==> config.mk <==
export PLATFORM = sky130hd
export DESIGN_NAME = exec_stage
export DESIGN_NICKNAME = d
export VERILOG_FILES = /design/src/design/exec_pkg.sv /design/src/design/branch_resolve.sv /design/src/design/exec_alu.sv /design/src/design/exec_ctrl.sv /design/src/design/exec_stage.sv /design/src/design/mul_pipe.sv
export VERILOG_INCLUDE_DIRS = /design/src /design/src/design
export SDC_FILE = /design/constraint.sdc
export NUM_CORES = 2
export LEC_CHECK = 0
export ABC_AREA = 1
export BUFFER_PORTS_ARGS = -buffer_cell sky130_fd_sc_hd__buf_2
export CORE_UTILIZATION = 34
export DETAILED_ROUTE_END_ITERATION = 8
export PLACE_DENSITY = 0.62
export SLEW_MARGIN = 15
export SYNTH_ARGS = -nofsm -noshare
export SYNTH_HDL_FRONTEND = slang
export SYNTH_HIERARCHICAL = 1
export SYNTH_SLANG_ARGS = --single-unit
==> constraint.sdc <==
create_clock -name CLK -period 7.7 [get_ports CLK]
set_input_delay 1.155 -clock CLK [delete_from_list [all_inputs] [get_ports CLK]]
set_output_delay 1.155 -clock CLK [all_outputs]
set_load 0.01 [all_outputs]
==> src/design/exec_params.svh <==
`ifndef EXEC_PARAMS_SVH
`define EXEC_PARAMS_SVH

// data word width
`define EXEC_XLEN 32

// completion buffer index, 8 entries
`define EXEC_TAG_W 3

// architectural register number
`define EXEC_REG_W 5

// multiplier latency in cycles
// fixed, the pipe is built around three stages
`define EXEC_MUL_STAGES 3

// pc step for link and fall-through
`define EXEC_INSN_BYTES 4

`endif

==> src/design/exec_pkg.sv <==
`include "exec_params.svh"

package exec_pkg;

  // functional unit selected at issue
  typedef enum logic [1:0] {
    UNIT_ALU    = 2'd0,
    UNIT_BRANCH = 2'd1,
    UNIT_MUL    = 2'd2
  } unit_e;

  // integer alu operations
  typedef enum logic [3:0] {
    ALU_ADD  = 4'd0,
    ALU_SUB  = 4'd1,
    ALU_AND  = 4'd2,
    ALU_OR   = 4'd3,
    ALU_XOR  = 4'd4,
    ALU_SLL  = 4'd5,
    ALU_SRL  = 4'd6,
    ALU_SRA  = 4'd7,
    ALU_SLT  = 4'd8,
    ALU_SLTU = 4'd9
  } alu_op_e;

  // branch compare kinds
  typedef enum logic [2:0] {
    BR_EQ  = 3'd0,
    BR_NE  = 3'd1,
    BR_LT  = 3'd2,
    BR_GE  = 3'd3,
    BR_LTU = 3'd4,
    BR_GEU = 3'd5
  } br_cond_e;

  typedef struct packed {
    br_cond_e cond;
    // unconditional, always redirects
    logic     jump;
  } br_view_t;

  // multiply result selection and operand signedness
  typedef enum logic [1:0] {
    MUL_LO  = 2'd0,
    MUL_H   = 2'd1,
    MUL_HU  = 2'd2,
    MUL_HSU = 2'd3
  } mul_op_e;

  typedef struct packed {
    mul_op_e    func;
    logic [1:0] pad;
  } mul_view_t;

  // one op field, meaning depends on unit
  typedef union packed {
    alu_op_e   alu;
    br_view_t  br;
    mul_view_t mul;
  } exec_op_u;

  typedef struct packed {
    logic                   valid;
    unit_e                  unit;
    exec_op_u               op;
    logic [`EXEC_TAG_W-1:0] tag;
    logic [`EXEC_REG_W-1:0] rd;
    logic [`EXEC_XLEN-1:0]  pc;
    logic [`EXEC_XLEN-1:0]  a;
    logic [`EXEC_XLEN-1:0]  b;
    logic [`EXEC_XLEN-1:0]  imm;
    logic                   prediction;
  } issue_t;

  // completion buffer writeback
  typedef struct packed {
    logic                   valid;
    logic [`EXEC_TAG_W-1:0] tag;
    logic [`EXEC_REG_W-1:0] rd;
    logic                   wen;
    logic [`EXEC_XLEN-1:0]  data;
  } wb_t;

  typedef struct packed {
    logic                  valid;
    logic [`EXEC_XLEN-1:0] pc;
    logic [`EXEC_XLEN-1:0] pc4;
    logic                  branch_instr;
    logic                  taken;
    logic                  prediction;
    logic [`EXEC_XLEN-1:0] resolved_addr;
  } commit_t;

  typedef struct packed {
    logic                  valid;
    logic [`EXEC_XLEN-1:0] addr;
  } redirect_t;

  typedef struct packed {
    logic                  taken;
    logic [`EXEC_XLEN-1:0] target;
    logic [`EXEC_XLEN-1:0] link;
    logic                  mispredict;
  } br_res_t;

  typedef struct packed {
    wb_t  wb;
    // result leaves the pipe next cycle
    logic busy_next;
  } mul_res_t;

endpackage

==> src/design/branch_resolve.sv <==
`timescale 1ns/1ps
`include "exec_params.svh"

module branch_resolve (
  input  logic [`EXEC_XLEN-1:0] pc,
  input  logic [`EXEC_XLEN-1:0] a,
  input  logic [`EXEC_XLEN-1:0] b,
  input  logic [`EXEC_XLEN-1:0] imm,
  input  exec_pkg::exec_op_u    op,
  input  logic                  prediction,
  output exec_pkg::br_res_t     br_res
);

  logic cond_true;

  // compare operands per condition code
  always_comb begin
    case (op.br.cond)
      exec_pkg::BR_EQ:  cond_true = a == b;
      exec_pkg::BR_NE:  cond_true = a != b;
      exec_pkg::BR_LT:  cond_true = $signed(a) < $signed(b);
      exec_pkg::BR_GE:  cond_true = $signed(a) >= $signed(b);
      exec_pkg::BR_LTU: cond_true = a < b;
      exec_pkg::BR_GEU: cond_true = a >= b;
      // reserved codes never taken
      default:          cond_true = 1'b0;
    endcase
  end

  // jumps are always taken
  assign br_res.taken = op.br.jump | cond_true;

  // pc relative target for branch and jump alike
  assign br_res.target = pc + imm;

  // return address and fall-through
  assign br_res.link = pc + `EXEC_INSN_BYTES;

  // a jump always redirects
  // a branch only when the outcome disagrees
  assign br_res.mispredict = op.br.jump | (br_res.taken != prediction);

endmodule

==> src/design/exec_alu.sv <==
`timescale 1ns/1ps
`include "exec_params.svh"

module exec_alu (
  input  logic [`EXEC_XLEN-1:0] a,
  input  logic [`EXEC_XLEN-1:0] b,
  input  exec_pkg::exec_op_u    op,
  output logic [`EXEC_XLEN-1:0] result
);

  logic [4:0] shamt;

  // only low five bits shift
  assign shamt = b[4:0];

  always_comb begin
    case (op.alu)
      exec_pkg::ALU_ADD: begin
        result = a + b;
      end
      exec_pkg::ALU_SUB: begin
        result = a - b;
      end
      exec_pkg::ALU_AND: begin
        result = a & b;
      end
      exec_pkg::ALU_OR: begin
        result = a | b;
      end
      exec_pkg::ALU_XOR: begin
        result = a ^ b;
      end
      exec_pkg::ALU_SLL: begin
        result = a << shamt;
      end
      exec_pkg::ALU_SRL: begin
        result = a >> shamt;
      end
      exec_pkg::ALU_SRA: begin
        // sign fill from bit 31
        result = $signed(a) >>> shamt;
      end
      exec_pkg::ALU_SLT: begin
        result = {{(`EXEC_XLEN-1){1'b0}}, $signed(a) < $signed(b)};
      end
      exec_pkg::ALU_SLTU: begin
        result = {{(`EXEC_XLEN-1){1'b0}}, a < b};
      end
      default: begin
        // unused encodings read as zero
        result = '0;
      end
    endcase
  end

endmodule

==> src/design/exec_ctrl.sv <==
`timescale 1ns/1ps
`include "exec_params.svh"

module exec_ctrl (
  input  logic                  CLK,
  input  logic                  nRST,
  input  exec_pkg::issue_t      issue,
  output logic                  issue_ready,
  input  logic                  flush,
  input  logic                  commit_stall,
  input  logic [`EXEC_XLEN-1:0] alu_result,
  input  exec_pkg::br_res_t     br_res,
  input  exec_pkg::mul_res_t    mul_res,
  output logic                  mul_start,
  output exec_pkg::wb_t         wb,
  output exec_pkg::commit_t     commit,
  output exec_pkg::redirect_t   redirect
);

  logic                   is_mul;
  logic                   is_branch_unit;
  logic                   is_jump;
  logic                   br_taken;
  logic                   accept;
  logic                   single_cycle;
  logic [`EXEC_XLEN-1:0]  resolved_addr;
  logic                   sc_valid;
  logic                   sc_wen;
  logic [`EXEC_TAG_W-1:0] sc_tag;
  logic [`EXEC_REG_W-1:0] sc_rd;
  logic [`EXEC_XLEN-1:0]  sc_data;

  assign is_mul         = issue.unit == exec_pkg::UNIT_MUL;
  assign is_branch_unit = issue.unit == exec_pkg::UNIT_BRANCH;
  assign is_jump        = is_branch_unit & issue.op.br.jump;
  // alu ops never count as taken
  assign br_taken       = is_branch_unit & br_res.taken;

  // mul in stage two owns the next wb slot
  // a new mul lands later and may still go
  assign issue_ready  = ~commit_stall & ~flush & ~(mul_res.busy_next & ~is_mul);
  assign accept       = issue.valid & issue_ready;
  assign single_cycle = accept & ~is_mul;
  assign mul_start    = accept & is_mul;

  // target when taken, else fall through
  assign resolved_addr = br_taken ? br_res.target : br_res.link;

  // single cycle completion, control bits
  always_ff @(posedge CLK or negedge nRST) begin
    if (!nRST) begin
      sc_valid <= 1'b0;
      sc_wen   <= 1'b0;
    end else begin
      sc_valid <= single_cycle;
      // branches only retire their tag
      sc_wen   <= single_cycle & (~is_branch_unit | is_jump);
    end
  end

  // single cycle completion, payload
  always_ff @(posedge CLK) begin
    sc_tag  <= issue.tag;
    sc_rd   <= issue.rd;
    // jumps write the link value
    sc_data <= is_jump ? br_res.link : alu_result;
  end

  // mul has priority, issue gating keeps the two apart
  always_comb begin
    if (mul_res.wb.valid) begin
      wb = mul_res.wb;
    end else begin
      wb.valid = sc_valid;
      wb.tag   = sc_tag;
      wb.rd    = sc_rd;
      wb.wen   = sc_wen;
      wb.data  = sc_data;
    end
  end

  // execute to commit record
  always_ff @(posedge CLK or negedge nRST) begin
    if (!nRST) begin
      commit <= '0;
    end else if (flush) begin
      commit <= '0;
    end else if (!commit_stall) begin
      // mul ops bypass the record
      commit.valid         <= single_cycle;
      commit.pc            <= issue.pc;
      commit.pc4           <= br_res.link;
      commit.branch_instr  <= is_branch_unit & ~issue.op.br.jump;
      commit.taken         <= br_taken;
      commit.prediction    <= issue.prediction;
      commit.resolved_addr <= resolved_addr;
    end
  end

  // one cycle redirect pulse toward fetch
  always_ff @(posedge CLK or negedge nRST) begin
    if (!nRST) begin
      redirect <= '0;
    end else if (flush) begin
      redirect <= '0;
    end else begin
      redirect.valid <= single_cycle & is_branch_unit & br_res.mispredict;
      redirect.addr  <= resolved_addr;
    end
  end

endmodule

==> src/design/exec_stage.sv <==
`timescale 1ns/1ps
`include "exec_params.svh"

module exec_stage (
  input  logic                CLK,
  input  logic                nRST,
  input  exec_pkg::issue_t    issue,
  output logic                issue_ready,
  input  logic                flush,
  input  logic                commit_stall,
  output exec_pkg::wb_t       wb,
  output exec_pkg::commit_t   commit,
  output exec_pkg::redirect_t redirect
);

  logic [`EXEC_XLEN-1:0] alu_result;
  exec_pkg::br_res_t     br_res;
  exec_pkg::mul_res_t    mul_res;
  logic                  mul_start;

  // issue acceptance, wb arbitration, commit and redirect
  exec_ctrl u_ctrl (
    .CLK          (CLK),
    .nRST         (nRST),
    .issue        (issue),
    .issue_ready  (issue_ready),
    .flush        (flush),
    .commit_stall (commit_stall),
    .alu_result   (alu_result),
    .br_res       (br_res),
    .mul_res      (mul_res),
    .mul_start    (mul_start),
    .wb           (wb),
    .commit       (commit),
    .redirect     (redirect)
  );

  // combinational units see the raw issue fields
  exec_alu u_alu (
    .a      (issue.a),
    .b      (issue.b),
    .op     (issue.op),
    .result (alu_result)
  );

  branch_resolve u_branch (
    .pc         (issue.pc),
    .a          (issue.a),
    .b          (issue.b),
    .imm        (issue.imm),
    .op         (issue.op),
    .prediction (issue.prediction),
    .br_res     (br_res)
  );

  mul_pipe u_mul (
    .CLK     (CLK),
    .nRST    (nRST),
    .start   (mul_start),
    .issue   (issue),
    .mul_res (mul_res)
  );

endmodule

==> src/design/mul_pipe.sv <==
`timescale 1ns/1ps
`include "exec_params.svh"

module mul_pipe (
  input  logic               CLK,
  input  logic               nRST,
  input  logic               start,
  input  exec_pkg::issue_t   issue,
  output exec_pkg::mul_res_t mul_res
);

  // per stage bookkeeping, index 0 is stage one
  logic [`EXEC_MUL_STAGES-1:0]                  vld;
  logic [`EXEC_MUL_STAGES-1:0][`EXEC_TAG_W-1:0] tag_q;
  logic [`EXEC_MUL_STAGES-1:0][`EXEC_REG_W-1:0] rd_q;
  exec_pkg::mul_op_e                            op1_q;
  exec_pkg::mul_op_e                            op2_q;
  logic                                         a_signed;
  logic                                         b_signed;
  logic signed [`EXEC_XLEN:0]                   a_q;
  logic signed [`EXEC_XLEN:0]                   b_q;
  logic signed [2*`EXEC_XLEN+1:0]               prod_full;
  logic [2*`EXEC_XLEN-1:0]                      prod_q;
  logic [`EXEC_XLEN-1:0]                        data_q;

  // operand signedness from the mul view
  always_comb begin
    case (issue.op.mul.func)
      exec_pkg::MUL_H: begin
        a_signed = 1'b1;
        b_signed = 1'b1;
      end
      exec_pkg::MUL_HSU: begin
        a_signed = 1'b1;
        b_signed = 1'b0;
      end
      // low half same either way
      default: begin
        a_signed = 1'b0;
        b_signed = 1'b0;
      end
    endcase
  end

  always_ff @(posedge CLK or negedge nRST) begin
    if (!nRST) begin
      vld <= '0;
    end else begin
      vld <= {vld[`EXEC_MUL_STAGES-2:0], start};
    end
  end

  // 33 bit extension covers all four kinds with one signed multiply
  assign prod_full = a_q * b_q;

  always_ff @(posedge CLK) begin
    tag_q  <= {tag_q[`EXEC_MUL_STAGES-2:0], issue.tag};
    rd_q   <= {rd_q[`EXEC_MUL_STAGES-2:0], issue.rd};
    // stage one, extended operands
    op1_q  <= issue.op.mul.func;
    a_q    <= {a_signed & issue.a[`EXEC_XLEN-1], issue.a};
    b_q    <= {b_signed & issue.b[`EXEC_XLEN-1], issue.b};
    // stage two, full product
    op2_q  <= op1_q;
    prod_q <= prod_full[2*`EXEC_XLEN-1:0];
    // stage three, half select
    data_q <= (op2_q == exec_pkg::MUL_LO) ? prod_q[`EXEC_XLEN-1:0]
                                          : prod_q[2*`EXEC_XLEN-1:`EXEC_XLEN];
  end

  assign mul_res.wb.valid = vld[`EXEC_MUL_STAGES-1];
  assign mul_res.wb.tag   = tag_q[`EXEC_MUL_STAGES-1];
  assign mul_res.wb.rd    = rd_q[`EXEC_MUL_STAGES-1];
  assign mul_res.wb.wen   = vld[`EXEC_MUL_STAGES-1];
  assign mul_res.wb.data  = data_q;
  // stage two moves to the output next edge
  assign mul_res.busy_next = vld[1];

endmodule

==> flow_metrics.env <==
export IMPL_routedWlPerCell_um=21.9
export IMPL_synth_edff_count=0
export IMPL_final_layout_size_suffix_gt1_share_pct=8.09
export IMPL_synth_flop_cell="dfxtp_1"
export IMPL_fmax_mhz=134
export IMPL_slew_violations=0
export IMPL_rr_startpoint="u_mul/b_q[4]"
export IMPL_timing_final_crit_share_pct=96.7
export IMPL_yosysWarnings=6
export IMPL_synth_area_per_cell_um2=7.30
export IMPL_setup_tns_final_ns=0
export IMPL_critical_path_buf_inv_count=7
export IMPL_grt_antenna_before_repair=24
export IMPL_dr_pass1_iters=6
export IMPL_rrSetupSlack_ns=0.26
export IMPL_cts_buffers_inserted=47
export IMPL_path_delay_family="adder cells"
export IMPL_wl_met3_um=16700
export IMPL_yosysUniqueCellTypes=68
export IMPL_fp_dieH_um=442
export IMPL_design_core_area_mm2=0.193
export IMPL_status="complete, no violations"
export IMPL_routed_wirelength_um=257000
export IMPL_synth_area_leaders="fa_1, nand2_1, inv_1, ha_1, dfxtp_1"
export IMPL_fin_worst_skew_ns=0.0276
export IMPL_rows=161
export IMPL_final_hold_viol_count=0
export IMPL_cp_max_fo=18
export IMPL_gp_congestion=0.997
export IMPL_drt_iter0_markers=5090
export IMPL_period_minus_slack_ns=7.44
export IMPL_drcViolationCount=0
export IMPL_wl_met1_um=104000
export IMPL_rsz0062_at_grt="no"
export IMPL_reg2regPathDepth=26
export IMPL_boundaryPins=324
export IMPL_critPathRequiredTime_ns=8.20
export IMPL_worst_pin_slew_ns=1.15
export IMPL_crit_slowest_cell="fa_1"
export IMPL_syn_area_mm2=0.0659
export IMPL_top_layer="met5"
export IMPL_cts_reportedPaths_clkPinSlew_ns=0.07
export IMPL_dieArea_mm2=0.196
export IMPL_fill_cells=20400
export IMPL_maxCapViolations=0
export IMPL_cts_max_path_buffers=3
export IMPL_whs_endpoint="u_mul/mul_res[39]"
export IMPL_ys_top_cells_by_count="nand2_1, inv_1, fa_1, nand3_1, ha_1"
export IMPL_htree_levels=2
export IMPL_cts_tree="done"
export IMPL_portBuffers=323
export IMPL_ant_nets=0
export IMPL_hpwl_um=210000
export IMPL_fp_dieW_um=442
export IMPL_syn_nets=10700
export IMPL_cpPeakStageDelay_ns=0.56
export IMPL_hold_path_class="register to register"
export IMPL_synthCells=9028
export IMPL_postSynth_asyncResetShare_pct=37.5
export IMPL_grt_ovfl_total=0
export IMPL_vias_per_cell=5.00
export IMPL_yosysMostFrequentCell="nand2_1"
export IMPL_area_growth_pct=9.73
export IMPL_crit_type="register to register"
export IMPL_cts_sinks=368
export IMPL_grt_max_degree=101
export IMPL_vias=58600
export IMPL_post_cts_setup_buffers=0
export IMPL_cts_root_buffer="clkbuf_16"
export IMPL_dr_wl_met2_um=121000
export IMPL_yosys_area_top_type_share_pct=34.3
export IMPL_insertion_delay_ns=0.63
export IMPL_r2r_end="u_mul/prod_q[57]"
export IMPL_grt_pass1_vias=61500
export IMPL_cp_common_cell="fa_1"
export IMPL_final_nets=10800
export IMPL_setup_worst_path_start_class="register"
export IMPL_cp_arrival_ns=7.94
export IMPL_start_util_pct=34.2
export IMPL_setup_viol_count_final=0
export IMPL_min_from="u_mul/tag_q[3]"
export IMPL_crit_path_end_kind="register"
export IMPL_holdPathStages=0
export IMPL_grt_usage_pct=26.3
export IMPL_synth_top_cell_by_area="fa_1"
export IMPL_synth_seq_area_share_pct=12.2
export IMPL_relSlewSlack_pct=22.8
export IMPL_synth_ff_latch_count=368
export IMPL_grt_pass1_wl_um=388000
## area by class of cell
class / instances / area (µm²) / share of cell area (%)
multi-input combinational: 5969 / 47400 / 65.6
inverter: 2266 / 8510 / 11.8
sequential: 368 / 8070 / 11.2
timing repair buffer: 497 / 3450 / 4.77
tap: 2526 / 3160 / 4.37
clock buffer: 64 / 1360 / 1.88
clock inverter: 22 / 313 / 0.433
antenna: 9 / 22.5 / 0.0312
## state kept, by name (all words and copies together), names as in the netlist, 5 cells and up
signal,count
u_ctrl/commit,100
u_mul/prod_q,64
u_ctrl/redirect,33
u_mul/a_q,33
u_mul/b_q,33
u_ctrl/sc_data,32
u_mul/data_q,32
u_mul/rd_q,10
u_mul/mul_res,8
u_mul/tag_q,6
u_ctrl/sc_rd,5
## through the flow
step | util (%) | setup WS [ns] | area, µm² | std cells | hold slack [ns]
finish | 37.5 | 0.256 | 72300 | 11700 | 0.325
detailed placement | 36.6 | 0.185 | 70600 | 11600 | 0.312
global route | 37.5 | 0.00233 | 72300 | 11700 | 0.330
global placement | 36.6 | 0.141 | 70600 | 11600 | 0.310
floorplan | - | 0.288 | 65900 | 9028 | 0.310
CTS | 37.5 | 0.175 | 72200 | 11700 | 0.326
## cells in the final DEF, fill, tap and decap left out, types with 37 or more instances in the layout
| cell type | instances |
|---|---|
| nor2_1 | 343 |
| nand4_1 | 82 |
| buf_4 | 131 |
| inv_1 | 2236 |
| o21ai_1 | 37 |
| ha_1 | 373 |
| buf_2 | 322 |
| clkbuf_16 | 48 |
| nor3_1 | 52 |
| dfxtp_1 | 223 |
| nand2_1 | 2632 |
| a21oi_1 | 213 |
| buf_12 | 41 |
| fa_1 | 1128 |
| nand3_1 | 561 |
| dfrtp_1 | 138 |
| xor2_1 | 76 |
| o21ai_0 | 135 |
## worst max-delay path by stage
| stage | startpoint | end | cells after the start | slack, ns |
|---|---|---|---|---|
| 4_1_cts | u_mul/a_q[26] | u_mul/prod_q[28] | 24 | 0.17 |
| 6_report | u_mul/b_q[4] | u_mul/prod_q[57] | 26 | 0.26 |
| 3_3_place_gp | u_mul/a_q[26] | u_mul/prod_q[28] | 24 | 0.14 |
| 3_5_place_dp | u_mul/a_q[26] | u_mul/prod_q[28] | 24 | 0.19 |
| 5_1_grt | u_mul/a_q[30] | u_mul/prod_q[57] | 27 | 0.002 |
| 2_1_floorplan | u_mul/a_q[32] | u_mul/prod_q[62] | 26 | 0.29 |
## per-layer routing
layer  GRT usage (%)  up-vias
met5               0        -
met1            33.4    29000
met2            44.0     2367
met4            13.2        8
li1                -    26700
met3            3.08      545
## what timing repair did
action / 4_1_cts / 5_1_grt
gates resized for setup: 0 / 12
setup endpoints to repair: 0 / 21
hold buffers: 0 / 0
## cells by family after synthesis
family                   synth area share [%]
AO/OA/AOI/OAI                            4.75
AND/OR/NAND/NOR                          24.0
adder cells (fa/ha/maj)                  41.4
flip-flops                               12.2
multiplexers                            0.547
buffers and inverters                    15.8
XOR/XNOR                                 1.28
## worst register-to-register path: stages, from the launching register on
cell     delay (ns)
dfxtp_1        0.48
buf_4          0.32
buf_4          0.31
nand2_1        0.12
fa_1           0.43
fa_1           0.52
inv_1          0.05
fa_1           0.50
inv_1          0.07
fa_1           0.46
fa_1           0.54
inv_1          0.06
fa_1           0.45
fa_1           0.56
inv_1          0.07
fa_1           0.49
inv_1          0.05
ha_1           0.36
nand2_1        0.13
nor2_1         0.24
nand2_1        0.22
nor2_1         0.21
nand2_1        0.07
nand3_1        0.20
nand3_1        0.19
nand3_1        0.14
nand2_1        0.07
Power is left out: the tool's default activity adds up to more than one toggle a clock period on the data nets, which glitch-free logic cannot reach.
